==> src/verilog/lynx_video_pkg.sv <==
`default_nettype none

package lynx_video_pkg;

  ////////////////////////////////////////////////////////////////////////////
  // data widths

  typedef logic [11:0] pixel_t;        // rgb444 as stored
  typedef logic [7:0]  channel_t;      // one output colour
  typedef logic [13:0] px_addr_t;      // up to 160x102 pixels
  typedef logic [1:0]  buf_idx_t;      // buffer 0..2
  typedef logic [31:0] settings_t;

  typedef logic [31:0] bridge_addr_t;
  typedef logic [31:0] bridge_data_t;

  // flicker blend depth, 3 is decoded like BLEND_THREE
  typedef enum logic [1:0] {
    BLEND_OFF   = 2'd0,
    BLEND_TWO   = 2'd1,
    BLEND_THREE = 2'd2
  } blend_mode_t;

  ////////////////////////////////////////////////////////////////////////////
  // bridge register map

  localparam bridge_addr_t RESET_CMD_ADDR = 32'hF000_0000;
  localparam bridge_addr_t SETTINGS_ADDR  = 32'hF200_0000;

  // runtime settings bits
  localparam int SET_FF_EN    = 3;
  localparam int SET_BUFF_VID = 4;
  localparam int SET_BLEND_LO = 7;   // two bits, 8:7

endpackage

`default_nettype wire

==> src/verilog/frame_blend.sv <==
`timescale 1ns/10ps
`default_nettype none

module frame_blend
  import lynx_video_pkg::*;
(
  input  blend_mode_t blend_mode,
  input  pixel_t      cur_pix,
  input  pixel_t      prev_pix,
  input  pixel_t      pix0,
  input  pixel_t      pix1,
  input  pixel_t      pix2,
  output channel_t    blend_r,
  output channel_t    blend_g,
  output channel_t    blend_b
);

  // one 4-bit colour component through the blend
  function automatic channel_t blend_ch(
    input blend_mode_t mode,
    input logic [3:0]  now,
    input logic [3:0]  last,
    input logic [3:0]  c0,
    input logic [3:0]  c1,
    input logic [3:0]  c2
  );
    logic [4:0]  sum2;
    logic [5:0]  sum3;
    logic [7:0]  sum3_8;
    logic [23:0] scaled;

    sum2   = 5'(now) + 5'(last);
    sum3   = 6'(c0) + 6'(c1) + 6'(c2);
    sum3_8 = {sum3, sum3[5:4]};
    // x 21845 / 16384, roughly 4/3
    scaled = (24'(sum3_8) * 24'd21845) >> 14;

    case (mode)
      BLEND_OFF: return {now, now};
      BLEND_TWO: return {sum2, sum2[4:2]};
      default:   return scaled[7:0];   // three frames, also code 3
    endcase
  endfunction

  assign blend_r = blend_ch(blend_mode, cur_pix[11:8], prev_pix[11:8],
                            pix0[11:8], pix1[11:8], pix2[11:8]);
  assign blend_g = blend_ch(blend_mode, cur_pix[7:4], prev_pix[7:4],
                            pix0[7:4], pix1[7:4], pix2[7:4]);
  assign blend_b = blend_ch(blend_mode, cur_pix[3:0], prev_pix[3:0],
                            pix0[3:0], pix1[3:0], pix2[3:0]);

endmodule

`default_nettype wire

==> config.mk <==
export PLATFORM = sky130hd
export DESIGN_NAME = frame_blend
export DESIGN_NICKNAME = d
export VERILOG_FILES = /design/src/verilog/lynx_video_pkg.sv /design/src/verilog/frame_blend.sv
export SDC_FILE = /design/constraint.sdc
export NUM_CORES = 1
export LEC_CHECK = 0
export ABC_AREA = 1
export BUFFER_PORTS_ARGS = -buffer_cell sky130_fd_sc_hd__buf_2
export CELL_PAD_IN_SITES_DETAIL_PLACEMENT = 0
export CELL_PAD_IN_SITES_GLOBAL_PLACEMENT = 2
export CORE_AREA = 2 2 121 123
export DETAILED_ROUTE_END_ITERATION = 8
export DIE_AREA = 0 0 123 125
export PLACE_DENSITY_LB_ADDON = 0.25
export SYNTH_ARGS = -nofsm -noshare
export SYNTH_HDL_FRONTEND = slang
export SYNTH_SLANG_ARGS = --single-unit
==> constraint.sdc <==
create_clock -name vclk -period 15.45
set_input_delay 3.09 -clock vclk [all_inputs]
set_output_delay 3.09 -clock vclk [all_outputs]
set_load 0.01 [all_outputs]
* Word level (Yosys, flattened, before mapping)
Cells that the tools add are included.
** Word-level totals
- Register bits after elaboration :: 0
- Logic and storage cells :: 17
** Operators by class
- Add/subtract/negate cells :: 9
- $mul :: 3
- Eq/ne operators :: 1
- Muxes and demuxes :: 3
- Reductions and logical operators :: 1
** Operator list (count)
- $mul 8x15->22 const B :: 3
- $pmux 8 s2 :: 3
- $add 4x4->5 :: 6
- $add 5x4->6 :: 3
- $eq 2x1->1 const B :: 1
- $logic_not 2->1 :: 1

* Logic depth before layout (Yosys ltp)
- Depth in word-level cells :: 4
- Mapped depth :: 26
- Depth with buffers taken out :: 25

* Least setup slack after synthesis
Ideal clock, no wire load.
- Path kind :: input -> output
- From :: input pix0[1]
- To :: output blend_b[7]
- Arrival :: 7.345 ns
- Required time :: 12.360 ns
- Slack :: 5.015 ns
- Stages :: 20
- Buffers on the path :: 0
- Cells stage by stage :: fa_1 > ha_1 > fa_1 > xor2_1 > ha_1 > inv_1 > fa_1 > fa_1 > inv_1 > fa_1 > ha_1 > a21oi_1 > o21ai_0 > nand3_1 > nand2_1 > nor2_1 > nand2_1 > nand2_1 > nand2_1 > o21ai_1
** Between the ends
- Longest elaborated chain between the ends :: 4
** Ends and longest elaborated chain
- start: declaration :: RTL line frame_blend.sv:10 : input pixel_t pix0,
- $add 4x4->5 :: RTL line frame_blend.sv:33 : sum3 = 6'(c0) + 6'(c1) + 6'(c2);
- $add 5x4->6 :: RTL line frame_blend.sv:33
- $mul 8x15->22 :: RTL line frame_blend.sv:36 : scaled = (24'(sum3_8) * 24'd21845) >> 14;
- $pmux 8 s2 :: RTL line frame_blend.sv:38 : case (mode)
- end: declaration :: RTL line frame_blend.sv:15 : output channel_t blend_b
No other way between the ends.

* Worst setup path after layout
- From :: input pix0[7]
- To :: output blend_g[7]
** Between the ends
- Longest elaborated chain between the ends :: 4
** Ends and longest elaborated chain
- $add 4x4->5 :: RTL line frame_blend.sv:33
- $add 5x4->6 :: RTL line frame_blend.sv:33
- $mul 8x15->22 :: RTL line frame_blend.sv:36
- $pmux 8 s2 :: RTL line frame_blend.sv:38
- end: declaration :: RTL line frame_blend.sv:14 : output channel_t blend_g,
No other way between the ends.

==> metrics.cfg <==
[status]
status=finished, final reports clean

[routing]
via_per_inst=4.785
vias=4675
antenna_left=0
drt-wirelength-per-cell_um=12.89
routed_wl_mm=12.59
drc=0
first_iter_violations=169
drtPass1Iterations=5

[grt]
grt_max_degree=21
grt_pass1_wl_mm=20.65
grt_pass1_vias=4523
antenna_found_initial=0
grt_use_total_pct=15.89
grt-ovfl-total=0

[worst_setup_path]
max_stage_delay_ns=0.60
startpoint_type=primary input
cp-end-kind=output pin
required_ns=12.36
crit_arrival_ns=8.09
critPathKind=in -> out
crit_slowest_cell=fa_1
crit_chain=buf_2, fa_1, ha_1, a21oi_1, nand2_1, nand2_1, and2_0, inv_1, fa_1, fa_1, xnor2_1, ha_1, ha_1, nand2_2, inv_2, nand2_4, nor2_4, nand2_2, nor3_2, nand3_1, a21oi_1, o21bai_1, buf_2
critical_path.max_fanout=7

[timing]
max_freq_ghz=0.08948
worstMarginPinSlew_ns=0.9790
final_hold_viol_count=0
setup_violations=0
setup_tns_ns=0
rsz0062_at_grt=no
post-route-min-period_ns=11.18
setup_slack_ns=4.274
maxSlewViolCount=0
fin_crit_sh_pct=72.34
slew_headroom_pct=34.49
whs_ns=6.528

[synthesis]
syn_area_um2=4990
synth_cell_type_count=36
syn_inst=712
syn_avg_cell_area_um2=7.008
synth.top_cell.area_share_pct=30.84
yosys.area.top_type=ha_1
synth_area_leaders=ha_1 (31%), fa_1 (17%), nand2_1 (11%)
ys.warnings.count=0
seq_area_frac_synth_pct=0
syn_nets=939

[place]
place_ws_ns=4.243
postPlaceCellArea_um2=5613
place_hpwl_mm=11.46
io_buffer_count=86
place_congestion=0.8228

[min_path]
holdCritPathClass=in -> out

[cells_and_area]
seq_cell_count=0
seq_area_um2=0
drive_above_1_share_pct=14.50
syn_to_final_growth_pct=12.49
design_area_um2=5613
fillers=1545
antenna_cells=0
clkbuf_count=0
nets=1022

[clock_network]
cts.hold.buffers_added=0
post_cts_buffers=0
cts_resized=0

[floorplan]
core_area_um2=14200
start_util_pct=35.13
chipWidth_um=123
io_pins=86
dieArea_um2=15380
rows=44
die_h_um=125

[flow_run]
drv_cap=0

## cell usage after synthesis, drive strengths merged
| cell type | number |
|---|---|
| a21boi | 3 |
| a21o | 15 |
| a21oi | 53 |
| a22o | 2 |
| and2 | 2 |
| and3 | 1 |
| buf | 5 |
| fa | 42 |
| ha | 123 |
| inv | 119 |
| nand2 | 163 |
| nand3 | 55 |
| nand3b | 2 |
| nand4 | 6 |
| nor2 | 52 |
| nor3 | 5 |
| o21ai | 32 |
| o21bai | 6 |
| or2 | 3 |
| xnor2 | 4 |
| xor2 | 19 |
## path summary, 6_finish.rpt
path	start	endpoint	slack, ns	cells past startpoint
worst min-delay path	cur_pix[2]	blend_b[2]	6.53	4
worst max-delay path	pix0[7]	blend_g[7]	4.27	23
## per-layer routing
metal  wire length, µm  GRT usage (%)  vias to the layer above  share of wire, %
met2              5768          27.56                       70                46
li1                  -              -                     2502                 -
met4                 0              0                        0                 0
met3               371         0.1825                        0               2.9
met5                 0              0                        -                 0
met1              6450          23.51                     2103                51
## cells by family (layout without fill, tap and decap cells)
logic type | after synthesis | count (layout) | share of synthesized area (%)
AOI/OAI and AO/OA | 111 | 111 | 12.71
xor gates and xnor gates | 23 | 23 | 4.037
adders and majority gates | 165 | 165 | 47.69
buffers and inverters | 124 | 205 | 9.704
and+or+nand+nor | 289 | 289 | 25.85
## worst max-delay path, delay by kind of cell
family | cells | cell delay, ns
AO/OA/AOI/OAI | 3 | 0.57
XOR/XNOR | 1 | 0.15
AND/OR/NAND/NOR | 9 | 1.17
buffers and inverters | 4 | 0.52
adder cells (fa/ha/maj) | 6 | 2.60
## stage by stage
stage | utilization [%] | cells
floorplan | - | 712
global placement | 39.52 | 977
detailed placement | 39.52 | 977
CTS | 39.52 | 977
global route | 39.52 | 977
finish | 39.52 | 977
## final cells by class
| type | instances | area, µm² | area share [%] |
|---|---|---|---|
| Tap cell | 184 | 230.2 | 4.102 |
| Multi-Input combinational cell | 588 | 4506 | 80.27 |
| Timing Repair Buffer | 86 | 430.4 | 7.668 |
| Inverter | 119 | 446.7 | 7.958 |
## layout by cell type (no fill, tap or decap)
cell / count
o21bai_2: 1
inv_1: 116
o21bai_1: 5
a22o_1: 2
nor2_4: 2
nand3_2: 4
and3_1: 1
o21ai_1: 5
or2_1: 1
a21o_1: 15
nor3_1: 3
inv_2: 3
a21boi_1: 2
nand2_4: 3
and2_1: 1
o21ai_0: 26
nand4_1: 6
o21ai_2: 1
nand3b_1: 2
nand3_1: 51
ha_1: 123
nand2_2: 9
a21oi_2: 1
xor2_1: 19
nor3_2: 2
and2_0: 1
or2_2: 2
xnor2_1: 4
nand2_1: 151
nor2_2: 1
nor2_1: 49
a21oi_1: 52
buf_2: 86
a21boi_0: 1
fa_1: 42
Power is left out: the tool's default activity adds up to more than one toggle a clock period on the data nets, which glitch-free logic cannot reach.
