$ cat src/verilog/lynx_video_pkg.sv
`default_nettype none

package lynx_video_pkg;

  ////////////////////////////////////////////////////////////////////////////
  // data widths

  typedef logic [11:0] pixel_t;        // rgb444 as stored
  typedef logic [7:0]  channel_t;      // one output colour
  typedef logic [13:0] px_addr_t;      // up to 160x102 pixels
  typedef logic [1:0]  buf_idx_t;      // buffer 0..2
  typedef logic [31:0] settings_t;

  typedef logic [31:0] bridge_addr_t;
  typedef logic [31:0] bridge_data_t;

  // flicker blend depth, 3 is decoded like BLEND_THREE
  typedef enum logic [1:0] {
    BLEND_OFF   = 2'd0,
    BLEND_TWO   = 2'd1,
    BLEND_THREE = 2'd2
  } blend_mode_t;

  ////////////////////////////////////////////////////////////////////////////
  // bridge register map

  localparam bridge_addr_t RESET_CMD_ADDR = 32'hF000_0000;
  localparam bridge_addr_t SETTINGS_ADDR  = 32'hF200_0000;

  // runtime settings bits
  localparam int SET_FF_EN    = 3;
  localparam int SET_BUFF_VID = 4;
  localparam int SET_BLEND_LO = 7;   // two bits, 8:7

endpackage

`default_nettype wire

$ cat src/verilog/video_timing.sv
`timescale 1ns/10ps
`default_nettype none

module video_timing
  import lynx_video_pkg::*;
#(
  parameter int FRAME_W     = 160,
  parameter int FRAME_H     = 102,
  parameter int LINE_LEN    = 445,
  parameter int FRAME_LINES = 270,
  parameter int V_START     = 120,
  parameter int HS_START    = 350,
  parameter int HS_LEN      = 32,
  parameter int PIX_DIV     = 9
) (
  input  logic     clk_sys,
  input  logic     rst_n,
  input  channel_t blend_r,
  input  channel_t blend_g,
  input  channel_t blend_b,
  output px_addr_t rd_addr,
  output logic     frame_end,
  output channel_t video_r,
  output channel_t video_g,
  output channel_t video_b,
  output logic     video_hs,
  output logic     video_vs,
  output logic     video_hblank,
  output logic     video_vblank,
  output logic     pix_valid
);

  localparam int XW = $clog2(LINE_LEN);
  localparam int YW = $clog2(FRAME_LINES);
  localparam int DW = $clog2(PIX_DIV + 1);

  localparam logic [DW-1:0] D_LAST    = DW'(PIX_DIV - 1);
  localparam logic [XW-1:0] X_LAST    = XW'(LINE_LEN - 1);
  localparam logic [XW-1:0] X_ACT_END = XW'(FRAME_W);
  localparam logic [XW-1:0] HS_BEG    = XW'(HS_START);
  localparam logic [XW-1:0] HS_END    = XW'(HS_START + HS_LEN);
  localparam logic [YW-1:0] Y_LAST    = YW'(FRAME_LINES - 1);
  localparam logic [YW-1:0] Y_ACT_BEG = YW'(V_START);
  localparam logic [YW-1:0] Y_ACT_END = YW'(V_START + FRAME_H);
  localparam logic [YW-1:0] Y_VS_BEG  = YW'(1);
  localparam logic [YW-1:0] Y_VS_END  = YW'(4);
  localparam px_addr_t      ADDR_LAST = px_addr_t'(FRAME_W * FRAME_H - 1);

  logic [DW-1:0] div;
  logic          pix_en;
  logic [XW-1:0] x;
  logic [YW-1:0] y;
  logic          x_act;
  logic          y_act;

  assign pix_en = (div == '0);
  assign x_act  = (x < X_ACT_END);
  assign y_act  = (y >= Y_ACT_BEG) && (y < Y_ACT_END);

  ////////////////////////////////////////////////////////////////////////////
  // pixel clock divider and raster counters

  always_ff @(posedge clk_sys or negedge rst_n) begin
    if (!rst_n) begin
      div       <= '0;
      x         <= '0;
      y         <= '0;
      frame_end <= 1'b0;
    end else begin
      div       <= (div == D_LAST) ? '0 : div + 1'b1;
      frame_end <= 1'b0;

      if (pix_en) begin
        if (x == X_LAST) begin
          x <= '0;
          if (y == Y_LAST) begin
            y         <= '0;
            frame_end <= 1'b1;   // raster wrap
          end else begin
            y <= y + 1'b1;
          end
        end else begin
          x <= x + 1'b1;
        end
      end
    end
  end

  ////////////////////////////////////////////////////////////////////////////
  // syncs, blanks and framebuffer read address

  always_ff @(posedge clk_sys or negedge rst_n) begin
    if (!rst_n) begin
      video_hs     <= 1'b0;
      video_vs     <= 1'b0;
      video_hblank <= 1'b1;
      video_vblank <= 1'b1;
      pix_valid    <= 1'b0;
      rd_addr      <= '0;
    end else begin
      pix_valid <= pix_en;
      if (pix_en) begin
        video_hblank <= !x_act;
        video_vblank <= !y_act;
        video_hs     <= (x >= HS_BEG) && (x < HS_END);
        video_vs     <= (y >= Y_VS_BEG) && (y < Y_VS_END);   // lines 1..3

        // address of the next active pixel
        if (!y_act) begin
          rd_addr <= '0;
        end else if (x_act) begin
          rd_addr <= (rd_addr == ADDR_LAST) ? '0 : rd_addr + 1'b1;
        end
      end
    end
  end

  // blend output settles between enables
  always_ff @(posedge clk_sys) begin
    if (pix_en) begin
      video_r <= blend_r;
      video_g <= blend_g;
      video_b <= blend_b;
    end
  end

  a_rd_addr : assert property (@(posedge clk_sys) disable iff (!rst_n)
    rd_addr <= ADDR_LAST);

endmodule

`default_nettype wire

$ cat config.mk
export PLATFORM = sky130hd
export DESIGN_NAME = video_timing
export DESIGN_NICKNAME = d
export VERILOG_FILES = /design/src/verilog/lynx_video_pkg.sv /design/src/verilog/video_timing.sv
export SDC_FILE = /design/constraint.sdc
export NUM_CORES = 1
export LEC_CHECK = 0
export BUFFER_PORTS_ARGS = -buffer_cell sky130_fd_sc_hd__buf_2
export CAP_MARGIN = 15
export CORE_ASPECT_RATIO = 1.5
export CORE_MARGIN = 5
export CORE_UTILIZATION = 53
export DETAILED_ROUTE_END_ITERATION = 8
export GPL_TIMING_DRIVEN = 0
export HOLD_SLACK_MARGIN = 0.02
export PLACE_DENSITY = 0.79
export SYNTH_ARGS = -nofsm -noshare
export SYNTH_HDL_FRONTEND = slang
export SYNTH_SLANG_ARGS = --single-unit
$ cat constraint.sdc
create_clock -name clk_sys -period 3.1 [get_ports clk_sys]
set_clock_uncertainty 0.15 [all_clocks]
set_input_delay 0.155 -clock clk_sys [delete_from_list [all_inputs] [get_ports clk_sys]]
set_output_delay 0.155 -clock clk_sys [all_outputs]
set_load 0.1 [all_outputs]
* Word-level counts from Yosys, hierarchy flattened
Cells that the tools add are included.
** Operators by class
- Equal/unequal tests :: 5
- Reductions and logical operators :: 8
- Magnitude comparators :: 7
- Multiplexer cells :: 9
- Add/subtract/negate cells :: 4
** Operators with widths (count)
- two-way mux 14 bit :: 3
- adder 9 x 1 -> 9 bit, second input constant :: 2
- == test 9 bit, second input constant :: 2
- less-than comparator 9 x 8 -> 1 bit, second input constant :: 2
- two-way mux 9 bit :: 2
- adder 14 x 1 -> 14 bit, second input constant :: 1
- == test 14 bit, second input constant :: 1
- greater-or-equal comparator 9 x 1 -> 1 bit, second input constant :: 1
- greater-or-equal comparator 9 x 7 -> 1 bit, second input constant :: 1
- greater-or-equal comparator 9 bit, second input constant :: 1
- less-than comparator 9 x 3 -> 1 bit, second input constant :: 1
- less-than comparator 9 bit, second input constant :: 1
- adder 4 x 1 -> 4 bit, second input constant :: 1
- == test 4 bit, second input constant :: 1
- logical NOT 4 bit :: 1
- two-way mux 4 bit :: 1
- AND reduction 2 bit :: 2
- logical AND 1 bit :: 3
- two-way mux 1 bit :: 3
- logical NOT 1 bit :: 2
- inequality test 2 bit, second input constant :: 1
** Storage, ports and cells
- Word-level logic and storage cells :: 46
- Register bits after elaboration :: 66
- Output and inout bits :: 44
- Input bits :: 26

* Logic depth before layout (Yosys ltp)
- Depth after elaboration :: 4
- Gate-level depth with buffers :: 9
- Depth with buffers taken out :: 8

* Least setup slack after synthesis
No wires, ideal clock.
- Kind :: reg2reg
- From :: register rd_addr[1]
- To :: register rd_addr[6]
- Path slack :: 0.454 ns
- Data required time :: 2.828 ns
- Clock period less this slack :: 2.646 ns
- Setup time :: 0.122 ns
- Data arrival time :: 2.373 ns
- Buffers on the path :: 1
- Cell stages (with the launch flop) :: 8
- Path through :: dfrtp_1 ha_1 and3_2 nand2_1 o41ai_4 nor2_4 buf_6 a22o_1
** On the way
- Longest elaborated chain between the ends :: 4
- Elaborated cells between the ends (all ways) :: 5
- Classes of those cells :: 1 x add/sub; 1 x eq/ne; 3 x mux
** RTL lines
- start, declared :: RTL line video_timing.sv:21 : output px_addr_t rd_addr,
- start signal, assigned :: RTL line video_timing.sv:112 : rd_addr <= (rd_addr == ADDR_LAST) ? '0 : rd_addr + 1'b1;
- adder 14 x 1 -> 14 bit / == test 14 bit (equally long branches) :: RTL line video_timing.sv:112
- two-way mux 14 bit (*) :: RTL line video_timing.sv:112
- two-way mux 14 bit (*) :: RTL line video_timing.sv:111 : end else if (x_act) begin
- two-way mux 14 bit (*) :: RTL line video_timing.sv:109 : if (!y_act) begin
Every way passes the cells marked *; elsewhere a longest branch is shown, timed or not. The select of a mux whose other input is x is not followed.
A chain may end at the register's enable or synchronous reset.

* Worst setup path after layout
- From :: register div[0]
- To :: register y[6]
** On the way
- Longest elaborated chain between the ends :: 2
** RTL lines
- start, declared :: RTL line video_timing.sv:49 : logic [DW-1:0] div;
- start signal, assigned :: RTL line video_timing.sv:70 : div <= (div == D_LAST) ? '0 : div + 1'b1;
- logical NOT 4 bit :: RTL line video_timing.sv:56 : assign pix_en = (div == '0);
- AND reduction 2 bit (no line)
- end signal, assigned :: RTL line video_timing.sv:80 : y <= y + 1'b1;
- end, declared :: RTL line video_timing.sv:52 : logic [YW-1:0] y;
Every way passes these cells.

==> summary.txt <==
Synth
  – Flop and latch count out of synthesis: 66
  – Sequential area share after synthesis: 60.2%
  – Cell area after synthesis: 2950 sq um
  – Warnings from Yosys: 0
  – Mapped Nets: 286
  – Ys async rst share: 63.6%
  – Synth cell types: 47
  – Top FF cell, synth: dfrtp_1
  – Area leader, netlist: dfrtp_1
  – Post-Syn Area per Cell: 11.7 sq um
  – Most frequent cell after synthesis: dfrtp_1
  – Synth cell count leaders: dfrtp_1, nand2_1, edfxtp_1
  – Post-synth EDFFs: 24
  – Post-synth top area share: 34.0%
  – Syn Inst Count: 252
  – Synth top area cells: dfrtp_1, edfxtp_1, ha_1

Pwr
  – Design Power: 0.00169 W
  – Pwr per Cell Area: 442 nW/um^2
  – Leakage: 1.74 nW
  – Worst vdd ir: 0.321 mV

Timing
  – Max Slew Vio Count: 0
  – Setup_tns: 0 ps
  – Unrepaired setup endpoints after global routing: false
  – Worst slew pin tran: 933 ps
  – Fin. Hold Viols: 0
  – Fin crit share: 72.4%
  – Setup Viol. Count Final: 0
  – Max Clock Freq: 445 MHz
  – Max_slew headroom: 37.8%
  – Tmin final: 2250 ps

Setup path
  – Critical Path Source Type: flip-flop
  – Crit path DAT: 2350 ps
  – Worst-path maximum fanout: 7
  – Kind of critical path: flip-flop to flip-flop
  – CP required: 3200 ps
  – Element type at the critical path end: flip-flop

Layout
  – Final instance area: 3830 sq um
  – Non-Filler Instances: 432
  – ANT cells: 0
  – Layout fillers: 388
  – Final #Nets: 391
  – P&R area growth vs syn: 30.1%
  – Share of layout cells above drive strength 1: 27.6%

Clock tree
  – Gates resized, CTS repair: 0
  – Root Driver: clkbuf_8
  – Clock buffer depth: 2
  – H-Tree Level Count: 3
  – Total CTS buffers: 9
  – Clock transition at the registers of the reported paths: 80 ps
  – Worst-Skew Late Latency: 340 ps
  – CTS tree: yes
  – Clk sink count: 66

Global routing
  – First-pass GRT wire length: 12.2 mm
  – Vias in the first global route: 2433
  – Gr ovfl total: 0
  – Largest net degree at the start of global routing: 43
  – GRT Total Usage: 21.7%
  – Initial antenna violation count: 0

Floorplanning
  – Starting density of the core: 54.1%
  – Num rows: 33
  – Boundary Pins: 70
  – Chip height: 101 um
  – Die W: 70.9 um
  – Core ar.: 5450 sq um
  – Die footprint: 7180 sq um

Routing
  – Detailed Route WL: 7.26 mm
  – Iter 0 DRT Violations: 170
  – Routed Antenna Nets: 0
  – Wire per inst: 16.8 um
  – Vias/cell: 5.64
  – Total number of vias: 2437
  – DRC: 0
  – First-pass DRT Iterations: 4

Job
  – MaxCap Viol Count: 0

Place
  – IO Port Bufs: 69
  – GPL Wtd Cong: 0.832
  – Post-placement cell area: 3380 sq um
  – Dpl hpwl: 4.50 mm
  – Inst Count DP: 391

Status
  – Status: complete, no violations

Min path
  – Worst hold path type: flip-flop to flip-flop
-- layer usage --
metal	GRT usage, %	vias up	part of all wire, %
met5	0	-	0
met4	8.97	0	2.6
met1	25.7	1173	40
met2	38.2	109	51
li1	-	1141	-
met3	4.47	14	5.8
-- through the flow --
step	setup slack (ps)	util [%]	hold WS (ps)
floorplan	454	-	-291
global placement	315	62.0	182
detailed placement	875	62.0	183
CTS	849	70.3	329
global route	669	70.3	357
finish	854	70.3	329
-- cell type report --
type | count | area, sq um | area share (%)
clock buffer | 9 | 124 | 3.23
buffer | 6 | 38.8 | 1.01
inverter | 10 | 37.5 | 0.979
sequential | 66 | 1770 | 46.3
tap | 70 | 87.6 | 2.28
timing repair buffer | 94 | 596 | 15.5
clock inverter | 7 | 78.8 | 2.06
multi-input combinational | 170 | 1100 | 28.6
-- logic make-up (layout without fill, tap and decap cells) --
logic type | count (synthesis) | after routing | synth area share (%)
and+or+nand+nor | 95 | 95 | 16.3
DFF | 66 | 66 | 60.2
AOI/OAI and AO/OA | 55 | 55 | 13.9
buffers and inverters | 16 | 126 | 2.55
muxes | 1 | 1 | 0.382
xor gates and xnor gates | 11 | 11 | 3.27
adders and majority gates | 8 | 8 | 3.40
-- report_power, final --
group | switching [W] | total [W] | internal [W]
combinational | 0.0000205 | 0.0000519 | 0.0000314
sequential | 0 | 0.000904 | 0.000904
clock | 0.000362 | 0.000738 | 0.000376
total | 0.000382 | 0.00169 | 0.00131
-- state kept, by name, summed over array words and instances (netlist names) --
| register | flops |
|---|---|
| video_hs | 1 |
| x | 9 |
| video_g | 8 |
| frame_end | 1 |
| video_r | 8 |
| y | 9 |
| video_b | 8 |
| video_vs | 1 |
| video_vblank | 1 |
| video_hblank | 1 |
| rd_addr | 14 |
| pix_valid | 1 |
| div | 4 |
-- worst max-delay path, stage by stage, from the launching register on --
cell and delay, ps:
dfrtp_1 410, inv_1 70, ha_1 220, nand2_2 110, inv_2 140, nand4_1 310
or2_2 420, nor2_1 150, xor2_1 170
-- path summary, 6_finish.rpt --
check                      depth (start not counted)    endpoint     start  slack (ps)
setup / recovery                                   8        y[6]    div[0]         850
hold / removal                                     2    video_hs  video_hs         330
setup reg to reg                                   8        y[6]    div[0]         850
hold reg to reg                                    2    video_hs  video_hs         330
max in group asynchronous                          2        y[0]     rst_n        1870
min in group asynchronous                          2  rd_addr[5]     rst_n         340
-- repair_timing --
item | in CTS | in global routing
endpoints found under the hold margin | 64 | 0
setup buffers | 0 | 0
hold buffers | 25 | 0
-- cells in the final DEF (no fill, tap or decap), types with 7 or more instances in the layout --
| cell type | synthesis | final |
|---|---|---|
| dlygate4sd3_1 | 0 | 25 |
| ha_1 | 8 | 8 |
| o21ai_0 | 17 | 17 |
| nand3_1 | 10 | 10 |
| nand2_1 | 25 | 25 |
| nand4_1 | 7 | 7 |
| a22o_1 | 9 | 9 |
| xor2_1 | 10 | 10 |
| dfrtp_1 | 40 | 40 |
| clkbuf_8 | 0 | 9 |
| inv_1 | 9 | 9 |
| edfxtp_1 | 24 | 24 |
| a21oi_1 | 8 | 8 |
| nor2_1 | 20 | 20 |
| nor3_1 | 7 | 7 |
| and3_1 | 8 | 8 |
| buf_2 | 0 | 69 |
No activity file was read; power rests on OpenSTA's default activity.
