### config.mk
export PLATFORM = sky130hd
export DESIGN_NAME = host_regs
export DESIGN_NICKNAME = d
export VERILOG_FILES = /design/src/verilog/lynx_video_pkg.sv /design/src/verilog/host_regs.sv
export SDC_FILE = /design/constraint.sdc
export NUM_CORES = 1
export LEC_CHECK = 0
export BUFFER_PORTS_ARGS = -buffer_cell sky130_fd_sc_hd__buf_2
export CAP_MARGIN = 0
export CELL_PAD_IN_SITES_DETAIL_PLACEMENT = 2
export CELL_PAD_IN_SITES_GLOBAL_PLACEMENT = 2
export CORE_UTILIZATION = 30
export DETAILED_ROUTE_END_ITERATION = 10
export PLACE_DENSITY = 0.9
export SYNTH_ARGS = -nofsm -noshare
export SYNTH_HDL_FRONTEND = slang
export SYNTH_SLANG_ARGS = --single-unit
### constraint.sdc
create_clock -name clk_sys -period 2.5 [get_ports clk_sys]
set_clock_uncertainty 0.15 [all_clocks]
set_input_delay 0.375 -clock clk_sys [delete_from_list [all_inputs] [get_ports clk_sys]]
set_output_delay 0.375 -clock clk_sys [all_outputs]
set_load 0.02 [all_outputs]
### src/verilog/lynx_video_pkg.sv
`default_nettype none

package lynx_video_pkg;

  ////////////////////////////////////////////////////////////////////////////
  // data widths

  typedef logic [11:0] pixel_t;        // rgb444 as stored
  typedef logic [7:0]  channel_t;      // one output colour
  typedef logic [13:0] px_addr_t;      // up to 160x102 pixels
  typedef logic [1:0]  buf_idx_t;      // buffer 0..2
  typedef logic [31:0] settings_t;

  typedef logic [31:0] bridge_addr_t;
  typedef logic [31:0] bridge_data_t;

  // flicker blend depth, 3 is decoded like BLEND_THREE
  typedef enum logic [1:0] {
    BLEND_OFF   = 2'd0,
    BLEND_TWO   = 2'd1,
    BLEND_THREE = 2'd2
  } blend_mode_t;

  ////////////////////////////////////////////////////////////////////////////
  // bridge register map

  localparam bridge_addr_t RESET_CMD_ADDR = 32'hF000_0000;
  localparam bridge_addr_t SETTINGS_ADDR  = 32'hF200_0000;

  // runtime settings bits
  localparam int SET_FF_EN    = 3;
  localparam int SET_BUFF_VID = 4;
  localparam int SET_BLEND_LO = 7;   // two bits, 8:7

endpackage

`default_nettype wire

### src/verilog/host_regs.sv
`timescale 1ns/10ps
`default_nettype none

module host_regs
  import lynx_video_pkg::*;
#(
  parameter int RESET_HOLD = 8000
) (
  input  logic         clk_sys,
  input  logic         rst_n,
  input  bridge_addr_t bridge_addr,
  input  logic         bridge_wr,
  input  bridge_data_t bridge_wr_data,
  input  logic         bridge_rd,
  output bridge_data_t bridge_rd_data,
  output settings_t    settings,
  output logic         core_reset
);

  localparam int CW = $clog2(RESET_HOLD + 1);

  logic          reset_req;   // one cycle after a reset command
  logic [CW-1:0] hold_cnt;

  ////////////////////////////////////////////////////////////////////////////
  // bridge write and read decode

  always_ff @(posedge clk_sys or negedge rst_n) begin
    if (!rst_n) begin
      settings       <= '0;
      reset_req      <= 1'b0;
      bridge_rd_data <= '0;
    end else begin
      reset_req <= bridge_wr && (bridge_addr == RESET_CMD_ADDR);

      if (bridge_wr && bridge_addr == SETTINGS_ADDR) begin
        settings <= bridge_wr_data;
      end

      // unmapped addresses read back as zero
      if (bridge_rd) begin
        bridge_rd_data <= (bridge_addr == SETTINGS_ADDR) ? settings : '0;
      end
    end
  end

  ////////////////////////////////////////////////////////////////////////////
  // reset hold, counts down while core_reset is up

  always_ff @(posedge clk_sys or negedge rst_n) begin
    if (!rst_n) begin
      hold_cnt   <= '0;
      core_reset <= 1'b0;
    end else if (reset_req) begin
      hold_cnt   <= CW'(RESET_HOLD);   // reload, high from next cycle
      core_reset <= 1'b0;
    end else if (hold_cnt == '0) begin
      core_reset <= 1'b0;
    end else begin
      hold_cnt   <= hold_cnt - 1'b1;
      core_reset <= 1'b1;
    end
  end

  // core reset pulse is bounded by the hold count
  a_reset_len : assert property (@(posedge clk_sys) disable iff (!rst_n)
    $rose(core_reset) |-> ##[1:RESET_HOLD] !core_reset);

endmodule

`default_nettype wire

== After elaboration in Yosys (flattened, before gate mapping) ==
Index checks and enable logic that the tools add are counted.
Storage, ports and cells
  word-level logic and storage cells: 17
  flip-flop bits (word level): 79
  output and inout bits: 65
  input bits: 68
Operators by class
  equality and inequality tests: 3
  muxes and demuxes: 5
  add/subtract/negate cells: 1
  reduce and logical (&&, ||, !) cells: 3
Operators with widths (number)
  == test 32 bit, second input constant: 2
  two-way mux 32 bit: 1
  two-way mux 13 bit: 2
  zero test 13 bit: 1
  subtractor 13 x 1 -> 13 bit, second input constant: 1
  logical AND 1 bit: 2
  two-way mux 1 bit: 2
  != test 2 bit, second input constant: 1

== Logic depth before layout (Yosys ltp) ==
Gate-level depths: netlist of the first run.
  depth after elaboration: 3
  gate-level depth with buffers: 7
  mapped depth without buffers: 6

== Least setup slack after synthesis of the first run ==
OpenSTA, ideal clock, no wires.
  path type: reg-to-reg
  start: reg hold_cnt[3]
  end: reg hold_cnt[9]
  path buffers: 0
  slack: 0.293 ns
  library setup time: 0.124 ns
  stages on the path, launching flop included: 5
  data arrival time: 1.933 ns
  data required time: 2.226 ns
  clock period less this slack: 2.207 ns
  cells stage by stage: dfrtp_1 > or4_4 > or4_4 > or3_1 > a211o_1
Between the ends
  word-level cells in the longest chain between the ends: 3
  elaborated cells on any way between the ends: 5
  classes of those cells: add/sub: 1; eq/ne: 1; mux: 2; reduce/logical: 1
RTL lines
  start: declaration: line host_regs.sv:23  | logic [CW-1:0] hold_cnt;
  start signal: assignment: line host_regs.sv:55  | hold_cnt <= CW'(RESET_HOLD);
  start signal: assignment: line host_regs.sv:60  | hold_cnt <= hold_cnt - 1'b1;
  subtractor 13 x 1 -> 13 bit: line host_regs.sv:60
  two-way mux 13 bit: line host_regs.sv:57  | end else if (hold_cnt == '0) begin
  two-way mux 13 bit: line host_regs.sv:54  | end else if (reset_req) begin
Several ways; a longest one is shown, not always the timed one. The select of a mux whose other input is x is not followed.
A chain may end at the register's enable or synchronous reset.

== Worst setup path after layout of the first run ==
Same ends and word-level chain as after synthesis.

==> impl_metrics.tcl, run 1 <==
set metrics [dict create \
    outcome "complete, no violations" \
    vias 2717 \
    path_clk_slew_ns 0.08 \
    netlist_area_sq_um 3370 \
    routed_wl_mm 9.93 \
    total_power_uw 2440 \
    gp_congestion 0.685 \
    insertion_delay_ns 0.36 \
    final_antenna_net_count 0 \
    grt_setup_unrepaired "no" \
    startpoint_type "flip-flop" \
    fp.dieH_um 108 \
    regToRegEndpoint "hold_cnt[9]" \
    die_w_um 108 \
    setup_violations 0 \
    cts_buffer_depth 2 \
    multi_input_area_sq_um 1340 \
    yosys_warnings 0 \
    fin_crit_ns 2.35 \
    firstDrtPassIters 4 \
    slowest_delay_ns 0.54 \
    final_nets 468 \
    fillers 1152 \
    tns_ns 0 \
    critPathMaxFanout 6 \
    startpoint "hold_cnt[3]" \
    wire_per_inst_um 18.3 \
    drtIter0Drc 64 \
    crit_arrival_ns 2.45 \
    post_dp_cell_area_sq_um 4240 \
    design_area_sq_um 4470 \
    seqCellArea_sq_um 1980 \
    grt_pass1_vias 3122 \
    synthCells 264 \
    crit_end "hold_cnt[9]" \
    syn_avg_cell_area_sq_um 12.8 \
    overflow 0 \
    cts_buffers 9 \
    timing.rr.start "hold_cnt[3]" \
    end_kind "flip-flop" \
    crit_type "reg -> reg" \
    post-cts-setup-buffer-count 0 \
    hold_viol_final 0 \
    slew_viol_final 0 \
    hold_class "in -> reg" \
    tightest_slew_ns 0.643 \
    r2r_setup_slack_ns 0.15 \
    peakVddDrop_mv 0.301 \
    core_sq_um 10900 \
    start_util_pct 31.0 \
    grtUsageTotal_pct 17.9 \
    cp.required_ns 2.59 \
    grt_first_pass_wirelength_mm 15.7 \
    drv_cap 0 \
    power_leakage_uw 0.00244 \
    clkSinkCount 79 \
    whs_path_depth 2 \
    htreeDepth 3 \
    port_buffers 132 \
    slew_headroom_pct 57.1 \
    syn2layout_area_growth_pct 32.6 \
    dieArea_sq_um 11700 \
    yosysSeqAreaShare_pct 58.6 \
    layout-drive-gt1-share_pct 54.7 \
    dpl.hpwl_mm 6.99 \
    rows 38 \
    io_pins 133 \
    fin_crit_sh_pct 94.2 \
    grt_max_degree 65 \
    synth-seq-cells 79 \
    slowest_stage "or4_4" \
    antenna_found_initial 0 \
    dp.cells 526 \
    fin_cells 542 \
    cts_tree "yes" \
    max_freq_mhz 425 \
    drc_errors 0 \
    reg2regPathDepth 4 \
    root_buffer "clkbuf_8" \
    crit_path_frequent_cell "or4_4" \
    p_per_area_nw_per_um2 546 \
    synth.distinct_cells 38 \
    viasPerCell 5.01 \
    syn_nets 334 \
    cp_cell_sequence "or4_4 -> or4_4 -> or3_1 -> a211o_1" \
    n_antenna_cell 0 \
]
## flip-flops by register name (all words and copies together) (netlist names)
register and flops:
reset_req 1, settings 32, core_reset 1, hold_cnt 13, bridge_rd_data 32
## power breakdown
part | switching (uW) | internal, uW | total, uW
logic | 63.2 | 47.2 | 110
registers | 0.164 | 1280 | 1280
clock network | 468 | 585 | 1050
total | 531 | 1910 | 2440
## logic make-up after synthesis
kind of cell	after synthesis	synth area share (%)
multiplexers	33	11.0
flip-flops	79	58.6
buffers and inverters	19	2.23
AO/OA/AOI/OAI	47	11.2
AND/OR/NAND/NOR	82	15.7
XOR/XNOR	2	0.520
adder cells (fa/ha/maj)	2	0.742
## per-stage QoR
stage / setup slack [ns] / utilization, % / hold slack, ns
after floorplan: 0.293 / - / -0.0706
after global placement: 0.200 / 38.9 / 0.247
after detailed placement: 0.0148 / 38.9 / 0.254
after CTS: 0.122 / 41.0 / 0.0276
after global routing: 0.0274 / 41.0 / 0.0413
final: 0.145 / 41.0 / 0.0436
## critical path: cells and delay by family, from the launching register on
kind	cells	cell delay, ns
AO/OA/AOI/OAI	1	0.31
flip-flops	1	0.44
AND/OR/NAND/NOR	3	1.33
## placed cells by master, fill, tap and decap left out, types with 2 or more instances in the layout
cell type | synthesis | final
nand3b_1 | 2 | 2
a211o_1 | 2 | 2
buf_2 | 3 | 131
or3_1 | 4 | 4
nor2b_1 | 33 | 33
buf_4 | 0 | 3
a21oi_1 | 7 | 7
a31o_2 | 32 | 32
nand4_1 | 4 | 4
clkbuf_1 | 12 | 2
nand2b_1 | 2 | 2
mux2_1 | 2 | 2
nor4_1 | 6 | 6
mux2_2 | 30 | 30
nor4b_1 | 4 | 3
and3_1 | 2 | 2
nor3_1 | 8 | 7
nor2_1 | 5 | 5
buf_12 | 0 | 3
dfrtp_1 | 79 | 79
bufinv_16 | 0 | 2
ha_1 | 2 | 2
inv_1 | 4 | 4
clkbuf_8 | 0 | 10
xnor2_1 | 2 | 2
or4_4 | 2 | 2
o21bai_1 | 2 | 2
## layout make-up
cell class,instances,area share (%)
Clock buffer,12,3.25
Clock inverter,3,1.51
Inverter,4,0.336
Multi-Input combinational cell,166,30.0
Sequential cell,79,44.2
Tap cell,140,3.92
Timing Repair Buffer,138,16.7
## layer usage
layer | global-route usage [%] | share of wire (%) | up-vias
li1 | - | - | 1235
met1 | 18.3 | 37 | 1384
met2 | 34.3 | 56 | 85
met3 | 5.42 | 5.8 | 13
met4 | 6.07 | 1.4 | 0
met5 | 0 | 0 | -
## how the worst min path moves through the flow
| stage | slack [ns] | end | start |
|---|---|---|---|
| CTS | 0.03 | reset_req | bridge_addr[25] |
| global route | 0.04 | reset_req | bridge_addr[25] |
| finish | 0.04 | reset_req | bridge_addr[25] |
| global placement | 0.25 | hold_cnt[7] | rst_n |
| floorplan | -0.07 | bridge_rd_data[0] | rst_n |
| detailed placement | 0.25 | hold_cnt[7] | rst_n |
## synthesized netlist by cell type (all sizes together)
master	number	share of area [%]
o31ai	1	0.22
and4	1	0.26
inv	4	0.45
a31o	32	8.3
nand4	4	0.74
nand3	1	0.15
xnor2	2	0.52
buf	3	0.45
nor4b	4	1.0
o21bai	2	0.45
a2111oi	1	0.26
or3	5	0.97
nor2b	33	6.1
dfrtp	79	59
or4	3	0.93
nand2	1	0.11
nand2b	2	0.37
a21oi	7	1.0
ha	2	0.74
o21ai	1	0.15
nor4	7	1.5
mux2i	1	0.30
mux2	32	11
a211o	2	0.52
and3b	1	0.26
a211oi	1	0.22
or3b	1	0.26
nor2	5	0.56
and3	2	0.37
nand3b	2	0.45
or2b	1	0.22
nor3b	1	0.22
nor3	8	1.2
clkbuf	12	1.3
## timing repair
action,in CTS,in global routing
setup endpoints to repair,0,6
resized for setup,0,2
endpoints found under the hold margin,40,0
hold buffers,1,0
Note: power is estimated with default switching activity, not from simulation.
==> run 2, diff against run 1 <==
- CORE_UTILIZATION: 30 -> 31
- CTS_BUF_LIST: default -> sky130_fd_sc_hd__clkbuf_4 sky130_fd_sc_hd__clkbuf_8
- PLACE_DENSITY: 0.9 -> 0.92
==> run 2 against run 1 <==
Net effect:
- global-route usage is essentially flat
- critical path type unchanged
- first-iteration DRC count shrank 34%
- count of clock-buffer cells in the layout shrank 2
- sequential cell count is the same
- highest routed layer unchanged
- clock power shrank 4%
- wire length shrank 2.1%
- register-to-register slack lost 0.03 ns
- final cell count is the same
- setup slack lost 0.028 ns
- non-clock buffer count grew 3
==> impl_metrics.tcl, run 2 (synthesized netlist as in run 1, its figures left out) <==
set metrics [dict create \
    place_ws_ns -0.0117 \
    p_per_area_nw_per_um2 535 \
    final_cell_mix "buf_2 (131), dfrtp_1 (79), nor2b_1 (33), a31o_2 (32), mux2_2 (30)" \
    grt_max_degree 65 \
    cts_buffer_depth 2 \
    grt_pass1_vias 3094 \
    path_clk_slew_ns 0.08 \
    clkSinkCount 79 \
    cp.required_ns 2.57 \
    tightest_slew_ns 0.640 \
    drtIter0Drc 42 \
    slowest_delay_ns 0.54 \
    syn2layout_area_growth_pct 33.1 \
    n_antenna_cell 0 \
    crit_type "reg -> reg" \
    power_leakage_uw 0.00246 \
    slew_headroom_pct 57.3 \
    layout-drive-gt1-share_pct 55.7 \
    end_kind "flip-flop" \
    core_sq_um 10400 \
    dieArea_sq_um 11300 \
    fin_crit_sh_pct 95.3 \
    insertion_delay_ns 0.34 \
    slew_viol_final 0 \
    final_nets 471 \
    final_antenna_net_count 0 \
    fp.dieH_um 106 \
    htreeDepth 3 \
    timing.hold.ws_ns 0.0523 \
    drc_errors 0 \
    fin_crit_ns 2.38 \
    root_buffer "clkbuf_8" \
    overflow 0 \
    crit_arrival_ns 2.46 \
    hold_class "in -> reg" \
    max_freq_mhz 420 \
    gp_congestion 0.735 \
    outcome "complete, no violations" \
    grtUsageTotal_pct 17.9 \
    final_common_cell "buf_2" \
    peakVddDrop_mv 0.220 \
    cts_tree "yes" \
    start_util_pct 32.4 \
    io_pins 133 \
    setup_violations 0 \
    startpoint_type "flip-flop" \
    wire_per_inst_um 17.9 \
    drv_cap 0 \
    cp_cell_sequence "inv_1 -> ha_1 -> or3b_2 -> a2111oi_1 -> xnor2_1 -> nand2b_1" \
    grt_first_pass_wirelength_mm 15.8 \
    port_buffers 132 \
    antenna_found_initial 0 \
    hold_viol_final 0 \
    rows 37 \
    fillers 1103 \
    slowest_stage "a2111oi_1" \
    dpl.hpwl_mm 7.06 \
    die_w_um 106 \
    firstDrtPassIters 3 \
    routed_wl_mm 9.72 \
    cts_buffers 9 \
    critPathMaxFanout 5 \
    viasPerCell 4.98 \
    vias 2697 \
    worst_slack_ns 0.117 \
    reg_top3 "bridge_rd_data (32), settings (32), hold_cnt (13)" \
]
run 2: changes by cell type in the layout (fill, tap and decap cells not counted):
cell,change
buf_4,+3
clkbuf_1,-2
inv_6,+2
bufinv_16,-1
clkinv_4,+1
inv_8,+1
run 2: per-stage QoR:
step                      util, %  setup TNS [ns]  power (uW)  cell area [sq um]  instances
final                        43.1               0        2400               4490        542
after global routing         43.1        -0.00684        2490               4490        542
after CTS                    43.0               0        2430               4480        542
after detailed placement     40.9         -0.0246        1420               4260        525
after global placement       40.9               0        1410               4260        525
after floorplan                 -               0        1320               3370        264
run 2: critical path, delay by kind of cell (launching register included):
family                   cells  cell delay, ns
adder cells (fa/ha/maj)      1            0.23
XOR/XNOR                     1            0.21
AND/OR/NAND/NOR              2            0.61
flip-flops                   1            0.40
buffers and inverters        1            0.13
AO/OA/AOI/OAI                1            0.54
run 2: power breakdown:
| part | switching (uW) | internal, uW |
|---|---|---|
| logic | 62.0 | 48.1 |
| clock network | 508 | 505 |
| registers | 0.157 | 1280 |
| total | 570 | 1830 |
run 2: what timing repair did:
item,in CTS,in global routing
buffers inserted,0,0
resized for setup,1,1
endpoints found under the hold margin,32,0
setup endpoints to repair,1,6
hold buffers,1,0
run 2: per-layer routing:
layer	vias up	track usage [%]	wire [um]
met3	8	4.11	455
met5	-	0	0
met1	1377	19.9	3820
met2	68	34.2	5370
li1	1244	-	-
met4	0	4.37	82
run 2: path summary, 6_finish.rpt:
kind / start / end / slack, ns / cells after the start
setup / recovery: hold_cnt[0] / hold_cnt[10] / 0.12 / 6
setup reg to reg: hold_cnt[0] / hold_cnt[10] / 0.12 / 6
max in group asynchronous: rst_n / settings[13] / 1.21 / 3
min in group asynchronous: rst_n / core_reset / 0.38 / 2
hold / removal: bridge_addr[25] / reset_req / 0.05 / 2
hold reg to reg: hold_cnt[9] / hold_cnt[9] / 0.38 / 1
run 2: final cells by class:
| class | instances | area, sq um | area share, % |
|---|---|---|---|
| Inverter | 4 | 15.0 | 0.335 |
| Clock buffer | 10 | 138 | 3.07 |
| Multi-Input combinational cell | 166 | 1340 | 29.9 |
| Clock inverter | 6 | 75.1 | 1.67 |
| Timing Repair Buffer | 141 | 771 | 17.2 |
| Tap cell | 136 | 170 | 3.79 |
| Sequential cell | 79 | 1980 | 44.1 |
