**config.mk**
```make
export PLATFORM = sky130hd
export DESIGN_NAME = ff_latch
export DESIGN_NICKNAME = d
export VERILOG_FILES = /design/src/verilog/ff_latch.sv
export SDC_FILE = /design/constraint.sdc
export NUM_CORES = 1
export LEC_CHECK = 0
export BUFFER_PORTS_ARGS = -buffer_cell sky130_fd_sc_hd__buf_2
export CORE_UTILIZATION = 54
export CTS_CLUSTER_DIAMETER = 200
export CTS_CLUSTER_SIZE = 10
export DETAILED_ROUTE_END_ITERATION = 8
export GPL_TIMING_DRIVEN = 0
export PLACE_DENSITY = 0.74
export SLEW_MARGIN = 20
export SYNTH_ARGS = -nofsm -noshare
export SYNTH_HDL_FRONTEND = slang
export SYNTH_SLANG_ARGS = --single-unit
```
**constraint.sdc**
```tcl
create_clock -name clk_sys -period 1.6 [get_ports clk_sys]
set_input_delay 0.08 -clock clk_sys [delete_from_list [all_inputs] [get_ports clk_sys]]
set_output_delay 0.08 -clock clk_sys [all_outputs]
set_load 0.03 [all_outputs]
```
**src/verilog/ff_latch.sv**
```systemverilog
`timescale 1ns/10ps
`default_nettype none

module ff_latch #(
  parameter int FF_TAP_CYCLES = 6400000
) (
  input  logic clk_sys,
  input  logic rst_n,
  input  logic ff_button,
  input  logic ff_en,
  output logic fast_forward
);

  localparam int CW = $clog2(FF_TAP_CYCLES + 1);
  localparam logic [CW-1:0] TAP_MAX = CW'(FF_TAP_CYCLES);

  logic          ff_act;
  logic          ff_last;
  logic          tap_set;    // last release set the latch
  logic          latch_on;
  logic [CW-1:0] press_cnt;

  assign ff_act = ff_button & ff_en;

  always_ff @(posedge clk_sys or negedge rst_n) begin
    if (!rst_n) begin
      ff_last      <= 1'b0;
      tap_set      <= 1'b0;
      latch_on     <= 1'b0;
      press_cnt    <= '0;
      fast_forward <= 1'b0;
    end else begin
      ff_last <= ff_act;

      if (ff_act && !ff_last) begin
        latch_on  <= 1'b0;   // new press clears
        press_cnt <= '0;
      end else if (ff_act && press_cnt != TAP_MAX) begin
        press_cnt <= press_cnt + 1'b1;
      end

      // release, short press toggles into the latch
      if (!ff_act && ff_last) begin
        tap_set <= 1'b0;
        if (press_cnt < TAP_MAX && !tap_set) begin
          tap_set  <= 1'b1;
          latch_on <= 1'b1;
        end
      end

      fast_forward <= ff_act | latch_on;
    end
  end

endmodule

`default_nettype wire

```
Word level (Yosys, flattened, before mapping)
Index checks and enable logic that the tools add are counted.

Bits in registers: 27. Output and inout port bits: 1. Logic and storage cells: 24. Input port bits: 4.

Reductions and logical operators: 8. Equal/unequal tests: 1. Add/subtract/negate cells: 1. $lt $le $gt $ge: 1. Bitwise operators: 2. Mux-type cells: 6.

Operators by type and width (count): 23-bit two-way mux (2); 23-bit by 1-bit adder with 23-bit output (second input constant) (1); 23-bit < comparator (second input constant) (1); 23-bit != test (second input constant) (1); 1-bit logical AND (4); 1-bit two-way mux (4); 1-bit zero test (3); 2-bit nonzero test (1); 1-bit AND (1); 1-bit OR (1).

Logic depth before layout (Yosys ltp)
Gate-level depths: netlist of run 1.

Depth after elaboration: 5. Gate-level depth with buffers: 8.

Worst setup path before layout of run 1
No wires, ideal clock.

Path type: reg2reg. From: reg press_cnt[0]. To: reg press_cnt[12]. Required time: 1.490 ns. Period minus slack after synthesis: 1.716 ns. Path buffers: 1. Setup slack: -0.116 ns. Arrival: 1.606 ns. Cell stages (with the launch flop): 9. Cell sequence: dfrtp_1 -> inv_1 -> ha_1 -> nor4bb_1 -> nand4_1 -> o21ai_2 -> buf_4 -> o311ai_0 -> o41ai_1.

Longest elaborated chain between the ends: 3. Elaborated cells between the ends (all ways): 6. Classes of those cells: add/sub (1); eq/ne (1); mux (2); reduce/logical (2).

RTL lines: start, declared (RTL line 21) `logic [CW-1:0] press_cnt;`; start signal, assigned (RTL line 39) `press_cnt <= press_cnt + 1'b1;`; 23-bit by 1-bit adder with 23-bit output / 23-bit != test (equally long branches) (RTL line 39, 38); 23-bit two-way mux / 1-bit logical AND (equally long branches) (RTL line 38) `end else if (ff_act && press_cnt != TAP_MAX) begin`; 23-bit two-way mux / 2-bit nonzero test (equally long branches).

Several ways; a longest one is shown, not always the timed one. The select of a mux whose other input is x is not followed. A chain may end at the register's enable or synchronous reset.

Worst setup path in the final report of run 1
From: reg press_cnt[16]. To: reg press_cnt[14].

Longest elaborated chain between the ends: 3.

RTL lines (RTL line): 23-bit != test (38); 1-bit logical AND (38); 2-bit nonzero test (no source line).

No other way between the ends.

==> run summary, run 1 <==
run status -> finished with violations
failing checks -> negative setup slack
number of antenna violations at the first check in global routing -> 0
total core area -> 2545 um^2
routed via count -> 1445
largest family of logic cells by synthesized area -> simple AND/OR/NAND/NOR gates
Final Critical Period -> 1903 ps
Buf/Inv on CP -> 1
arithmetic-cell share of the synthesized area counting full adders, half adders and majority gates -> 1.676%
peak supply drop -> 0.0007632 V
register bit total from synthesis -> 27
average footprint of a synthesized cell -> 9.271 um^2
routed wire length -> 4.089 mm
Tightest Hold Check Type -> in -> reg
Placed Instances -> 195
maximum level of the CTS H-tree -> 1
number of placement rows -> 18
final number of max-transition violations -> 0
# nets final -> 195
number of clock sinks seen by CTS -> 27
count of input and output buffers -> 4
normalized max-slew margin -> 59.41%
final number of setup-violating endpoints -> 16
layout cell share with drive strength beyond 1 -> 34.57%
Compound-Gate Fraction of Synth Area -> 17.10%
clock tree from TritonCTS -> done
most common library cell in the layout ignoring fill and taps -> sky130_fd_sc_hd__dfrtp_1
worst r2r src -> press_cnt[16]$_DFFE_PN0P_
number of antenna cells inserted -> 0
die span in x -> 54.58 um
worst hold margin -> 224.3 ps
count of boundary I/O pins -> 5
maximum root-to-sink buffer count -> 2
critical path startpoint -> press_cnt[16]$_DFFE_PN0P_
fraction of synthesized area in multiplexers -> 0%
Detailed Place HPWL -> 2.296 mm
transition time of the tightest slew-check pin -> 608.8 ps
WP data arrival -> 2180 ps
largest net degree at the start of global routing -> 28
Leak Pwr -> 0.8055 nW
Sequential Area -> 676.9 um^2
cells along the critical path -> nand2_2 -> or4b_4 -> o21ai_4 -> buf_6 -> o31ai_1 -> a21oi_1
clock transition at the registers of the reported paths -> 150 ps
area taken by multi-input logic gates -> 958.4 um^2
Worst path max stage delay -> 570 ps
clock latency reported for the late side of the worst-skew pair -> 340 ps
primary flip-flop cell chosen by synthesis mapping -> sky130_fd_sc_hd__dfrtp_1
Initial Utilization -> 58.65%
setup repair after global routing missed its margin -> true
count of endpoints failing hold in the final timing report -> 0
max-cap viol count -> 0
relative area change from synthesis to final layout -> 28.83%
vias in the first global route -> 1249
Critical Path Sink Type -> flop
detailed-route vias per instance -> 6.628
maximum clock frequency -> 525.5 MHz
Num CTS Buffers -> 3
Placement Cell Area -> 1579 um^2
combined area of all synthesized cells -> 1493 um^2
TritonRoute pass-1 iters -> 4
type of the setup path with the least slack -> reg -> reg
Crit path max-delay family -> simple AND/OR/NAND/NOR gates
most frequent cells in the layout -> sky130_fd_sc_hd__dfrtp_1 (26), sky130_fd_sc_hd__nand2_1 (25), sky130_fd_sc_hd__buf_4 (12), sky130_fd_sc_hd__nor2_1 (10), sky130_fd_sc_hd__o31ai_1 (7)
Power Total -> 0.001167 W
CTS root buf -> sky130_fd_sc_hd__clkbuf_4
global-route usage over all layers -> 28.21%
DRC errors left -> 0
cell with the biggest individual delay on the critical path -> sky130_fd_sc_hd__or4b_4
Chip Height -> 54.58 um
hold path startpoint -> ff_en
simple-gate share of the synthesized area -> 29.67%
Fillers -> 166
Final Cycle Share -> 118.9%
Layout Cell Area excl Fill -> 1923 um^2
GR Overflow Total -> 0
number of enable-type register cells in the synthesized netlist -> 0
Total Die Area -> 2978 um^2
setup_tns -> -2690 ps
startpoint type of the worst setup path -> flop
Iteration-0 DRC Markers -> 62
Final Worst Setup Slack -> -303.0 ps
fraction of synthesis flops using an asynchronous set or reset pin -> 100.0%
detail-routed net length per standard cell -> 18.76 um
worst clock skew on the final layout -> 5.418 ps
part of the Yosys area used for sequential elements -> 45.26%
required time at the endpoint of the critical path -> 1880 ps
Synth Area in XOR/XNOR -> 3.521%
crit-path max FO -> 7
P per Cell Area -> 606.6 nW/um^2
non-filler instance count after layout -> 218
Syn Inst Count -> 161
post-synthesis net count -> 167
placer congestion estimate -> 0.8933
Synthesis Warnings -> 0
first-pass GRT wire length -> 5.892 mm
distinct cell type count of the synthesized netlist -> 39
ANT nets after route -> 0
through the flow:
| step | utilization [%] | worst slack [ps] |
|---|---|---|
| floorplan | - | -10.95 |
| global placement | 62.05 | -231.6 |
| detailed placement | 62.05 | -279.6 |
| CTS | 70.35 | -235.5 |
| global route | 75.57 | -363.4 |
| finish | 75.57 | -303.0 |
path summary, 6_finish.rpt:
| kind | endpoint | slack (ps) | cells after the start |
|---|---|---|---|
| setup / recovery | press_cnt[14]$_DFFE_PN0P_ | -300 | 6 |
| hold / removal | fast_forward$_DFF_PN0_ | 220 | 3 |
| setup reg to reg | press_cnt[14]$_DFFE_PN0P_ | -300 | 6 |
| hold reg to reg | fast_forward$_DFF_PN0_ | 490 | 1 |
| max in group asynchronous | press_cnt[15]$_DFFE_PN0P_ | 910 | 2 |
| min in group asynchronous | press_cnt[13]$_DFFE_PN0P_ | 260 | 2 |
cells by family (layout without fill, tap and decap cells):
group,after synthesis,in the layout
adder cells (fa/ha/maj),2,2
AND/OR/NAND/NOR,80,81
AO/OA/AOI/OAI,36,36
XOR/XNOR,6,6
buffers and inverters,10,36
flip-flops,27,27
registers in the layout, indices dropped and copies added (netlist names):
| signal | cells |
|---|---|
| press_cnt | 23 |
| fast_forward | 1 |
| ff_last | 1 |
| latch_on | 1 |
| tap_set | 1 |
tightest hold or removal path, stage by stage:
cell                       delay, ps
sky130_fd_sc_hd__buf_2            90
sky130_fd_sc_hd__nand2_1         220
sky130_fd_sc_hd__nand2b_1        150
what timing repair did:
action,in CTS,in global routing
endpoints found under the hold margin,27,0
pin swaps,10,11
gates resized for setup,19,23
gates cloned,2,0
hold buffers,1,0
setup endpoints to repair,19,19
buffers inserted,10,6
report_power, final:
part	switching [W]	total (W)	internal, W
Sequential	0.00000992	0.000714	0.000704
Clock	0.000215	0.000309	0.0000942
Combinational	0.0000906	0.000144	0.0000529
per-layer routing:
layer / share of wire [%] / GRT usage, %
met4: 2.2 / 10.68
met3: 6.0 / 2.778
met1: 42 / 39.52
met2: 49 / 44.51
met5: 0 / 0
area by class of cell:
| type | instances | area share, % |
|---|---|---|
| Clock inverter | 1 | 0.2602 |
| Inverter | 6 | 1.171 |
| Timing Repair Buffer | 22 | 9.174 |
| Clock buffer | 3 | 1.171 |
| Tap cell | 30 | 1.952 |
| Sequential cell | 27 | 35.20 |
| Multi-Input combinational cell | 125 | 49.84 |
| Buffer | 4 | 1.236 |
synthesized netlist by cell type, drive strengths merged, types with 2 or more instances:
master	number	share of area (%)
dfrtp	27	45
nand2	26	6.5
nor2	11	2.8
nand3	9	3.9
o31ai	8	4.0
o21ai	7	2.6
a21oi	6	2.0
inv	5	1.3
nand2b	5	2.1
nand4	5	2.1
and3	4	2.0
nor4	4	1.7
or3	4	2.1
xnor2	4	2.3
clkbuf	3	0.75
nor3	3	1.0
o311ai	3	1.8
o41ai	3	1.8
or4	3	1.5
a21o	2	1.1
a31oi	2	0.84
a41o	2	1.3
and2	2	1.2
and4	2	1.3
ha	2	1.7
o21a	2	1.0
xor2	2	1.2
Note: power is estimated with default switching activity, not from simulation.
==> run 2: changes to the inputs <==
--- a/config.mk
+++ b/config.mk
@@ -11,6 +11,7 @@
 export CTS_CLUSTER_SIZE = 10
 export DETAILED_ROUTE_END_ITERATION = 8
 export GPL_TIMING_DRIVEN = 0
+export MAX_ROUTING_LAYER = met4
 export PLACE_DENSITY = 0.74
 export SLEW_MARGIN = 20
 export SYNTH_ARGS = -nofsm -noshare
==> run 2 against run 1 <==
The run still ends with negative setup slack left. Clock-buffer cell count stayed put. Combinational power hardly changed. Final cell count is 0.46% lower. Setup slack better by 37 ps. Sequential power hardly changed. Hold slack worse by 10 ps. Core utilization is 0.59 points lower. Flip-flop and latch count stayed put. Maximum frequency is 2.0% higher.
==> run summary, run 2 (synthesized netlist as in run 1, its figures left out) <==
required time at the endpoint of the critical path -> 1880 ps
Layout Cell Area excl Fill -> 1908 um^2
clock transition at the registers of the reported paths -> 150 ps
normalized max-slew margin -> 59.03%
die span in x -> 54.58 um
layout cell share with drive strength beyond 1 -> 33.16%
detail-routed net length per standard cell -> 18.06 um
maximum level of the CTS H-tree -> 1
Num CTS Buffers -> 3
Critical Path Sink Type -> flop
ANT nets after route -> 0
Seq pwr share -> 61.4%
crit-path max FO -> 7
share of power burned in the clock network -> 26.4%
placer congestion estimate -> 0.9085
combinational power share -> 12.3%
Final Worst Setup Slack -> -265.7 ps
NetSw -> 0.0003119 W
DRC errors left -> 0
Placed Instances -> 195
Chip Height -> 54.58 um
global-route usage over all layers -> 29.02%
final standard cell utilization of the core -> 74.98%
number of flip-flops in the largest register -> 23
most common library cell in the layout ignoring fill and taps -> sky130_fd_sc_hd__dfrtp_1
transition time of the tightest slew-check pin -> 614.5 ps
maximum root-to-sink buffer count -> 2
# nets final -> 194
first-pass GRT wire length -> 5.899 mm
most frequent cells in the layout -> sky130_fd_sc_hd__dfrtp_1 (26), sky130_fd_sc_hd__nand2_1 (25), sky130_fd_sc_hd__buf_4 (11), sky130_fd_sc_hd__nor2_1 (10), sky130_fd_sc_hd__o31ai_1 (7)
failing checks -> negative setup slack
final number of max-transition violations -> 0
internal power summed over all cells -> 0.0008507 W
Final Cycle Share -> 116.6%
max-cap viol count -> 0
P per Cell Area -> 609.3 nW/um^2
peak supply drop -> 0.0006096 V
Placement Cell Area -> 1579 um^2
number of placement rows -> 18
number of clock sinks seen by CTS -> 27
maximum clock frequency -> 536.0 MHz
Setup Slack @ Placement -> -279.6 ps
Fillers -> 175
GR Overflow Total -> 0
routed wire length -> 3.918 mm
CTS root buf -> sky130_fd_sc_hd__clkbuf_4
detailed-route vias per instance -> 6.433
number of antenna violations at the first check in global routing -> 0
cell count of the worst reg-to-reg path -> 6
Final Critical Period -> 1866 ps
non-filler instance count after layout -> 217
count of boundary I/O pins -> 5
Total Die Area -> 2978 um^2
worst hold path stage count -> 3
flop-to-flop setup slack -> -270 ps
Leak Pwr -> 0.7987 nW
largest net degree at the start of global routing -> 28
WP data arrival -> 2140 ps
Initial Utilization -> 58.65%
worst r2r src -> press_cnt[16]$_DFFE_PN0P_
type of the setup path with the least slack -> reg -> reg
number of antenna cells inserted -> 0
most flop-heavy register -> press_cnt
Tightest Hold Check Type -> in -> reg
sink of the worst hold path -> fast_forward$_DFF_PN0_
total core area -> 2545 um^2
area taken by multi-input logic gates -> 950.9 um^2
count of input and output buffers -> 4
relative area change from synthesis to final layout -> 27.83%
r2r endpoint -> press_cnt[14]$_DFFE_PN0P_
setup repair after global routing missed its margin -> true
final number of setup-violating endpoints -> 15
Sequential Area -> 676.9 um^2
routed via count -> 1396
startpoint type of the worst setup path -> flop
run status -> finished with violations
count of endpoints failing hold in the final timing report -> 0
vias in the first global route -> 1244
Iteration-0 DRC Markers -> 46
hold path startpoint -> ff_en
Detailed Place HPWL -> 2.296 mm
clock tree from TritonCTS -> done
TritonRoute pass-1 iters -> 4
switching share of total power -> 26.83%
worst clock skew on the final layout -> 12.56 ps
Power Total -> 0.001163 W
clock latency reported for the late side of the worst-skew pair -> 340 ps
[run 2: power by group through the flow]
stage / sequential [W] / combinational [W] / clock [W]
2_1_floorplan: 0.000737 / 0.0000559 / 0
3_3_place_gp: 0.000728 / 0.000103 / 0
3_5_place_dp: 0.000729 / 0.000106 / 0
4_1_cts: 0.000715 / 0.000127 / 0.000308
5_1_grt: 0.000717 / 0.000158 / 0.000336
6_report: 0.000714 / 0.000142 / 0.000306
[run 2: worst max-delay path, stage by stage, from the launching register on]
cell and delay, ps:
sky130_fd_sc_hd__dfrtp_1 430, sky130_fd_sc_hd__nand2_2 110, sky130_fd_sc_hd__or4b_4 570, sky130_fd_sc_hd__o21ai_4 280, sky130_fd_sc_hd__buf_6 180, sky130_fd_sc_hd__o31ai_1 90, sky130_fd_sc_hd__a21oi_1 150
[run 2: routing by layer]
layer / vias up / global-route usage (%) / share of wire (%)
met5: - / - / 0
met2: 53 / 44.51 / 50
li1: 653 / - / -
met1: 682 / 39.52 / 42
met3: 8 / 2.778 / 6.1
met4: 0 / 10.68 / 2.0
[run 2: area by class of cell]
cell class,count,share of cell area [%]
buffer,4,1.246
inverter,6,1.180
timing repair buffer,21,8.852
multi-input combinational,125,49.84
sequential,27,35.48
tap,30,1.967
clock buffer,3,1.180
clock inverter,1,0.2623
[run 2: through the flow]
stage	hold slack (ps)	setup TNS (ps)
after floorplan	-215.6	-39.31
after global placement	111.5	-2330
after detailed placement	127.1	-2746
after CTS	202.2	-2245
after global routing	227.6	-4012
final	214.0	-2471
[run 2: worst max path at each step]
stage / slack, ps / depth (start not counted) / end / from
finish: -270 / 6 / press_cnt[14]$_DFFE_PN0P_ / press_cnt[16]$_DFFE_PN0P_
global placement: -230 / 6 / press_cnt[15]$_DFFE_PN0P_ / press_cnt[19]$_DFFE_PN0P_
CTS: -240 / 8 / press_cnt[11]$_DFFE_PN0P_ / press_cnt[0]$_DFFE_PN0P_
global route: -370 / 8 / press_cnt[14]$_DFFE_PN0P_ / press_cnt[0]$_DFFE_PN0P_
detailed placement: -280 / 7 / press_cnt[9]$_DFFE_PN0P_ / ff_button
floorplan: -10 / 8 / press_cnt[11]$_DFFE_PN0P_ / press_cnt[1]$_DFFE_PN0P_
[run 2: timing repair]
item | CTS | global route
endpoints found under the setup margin | 19 | 19
gates resized for setup | 19 | 19
cloned | 2 | 0
pin swaps | 10 | 10
buffers inserted | 10 | 5
hold buffers | 1 | 0
endpoints found under the hold margin | 27 | 0
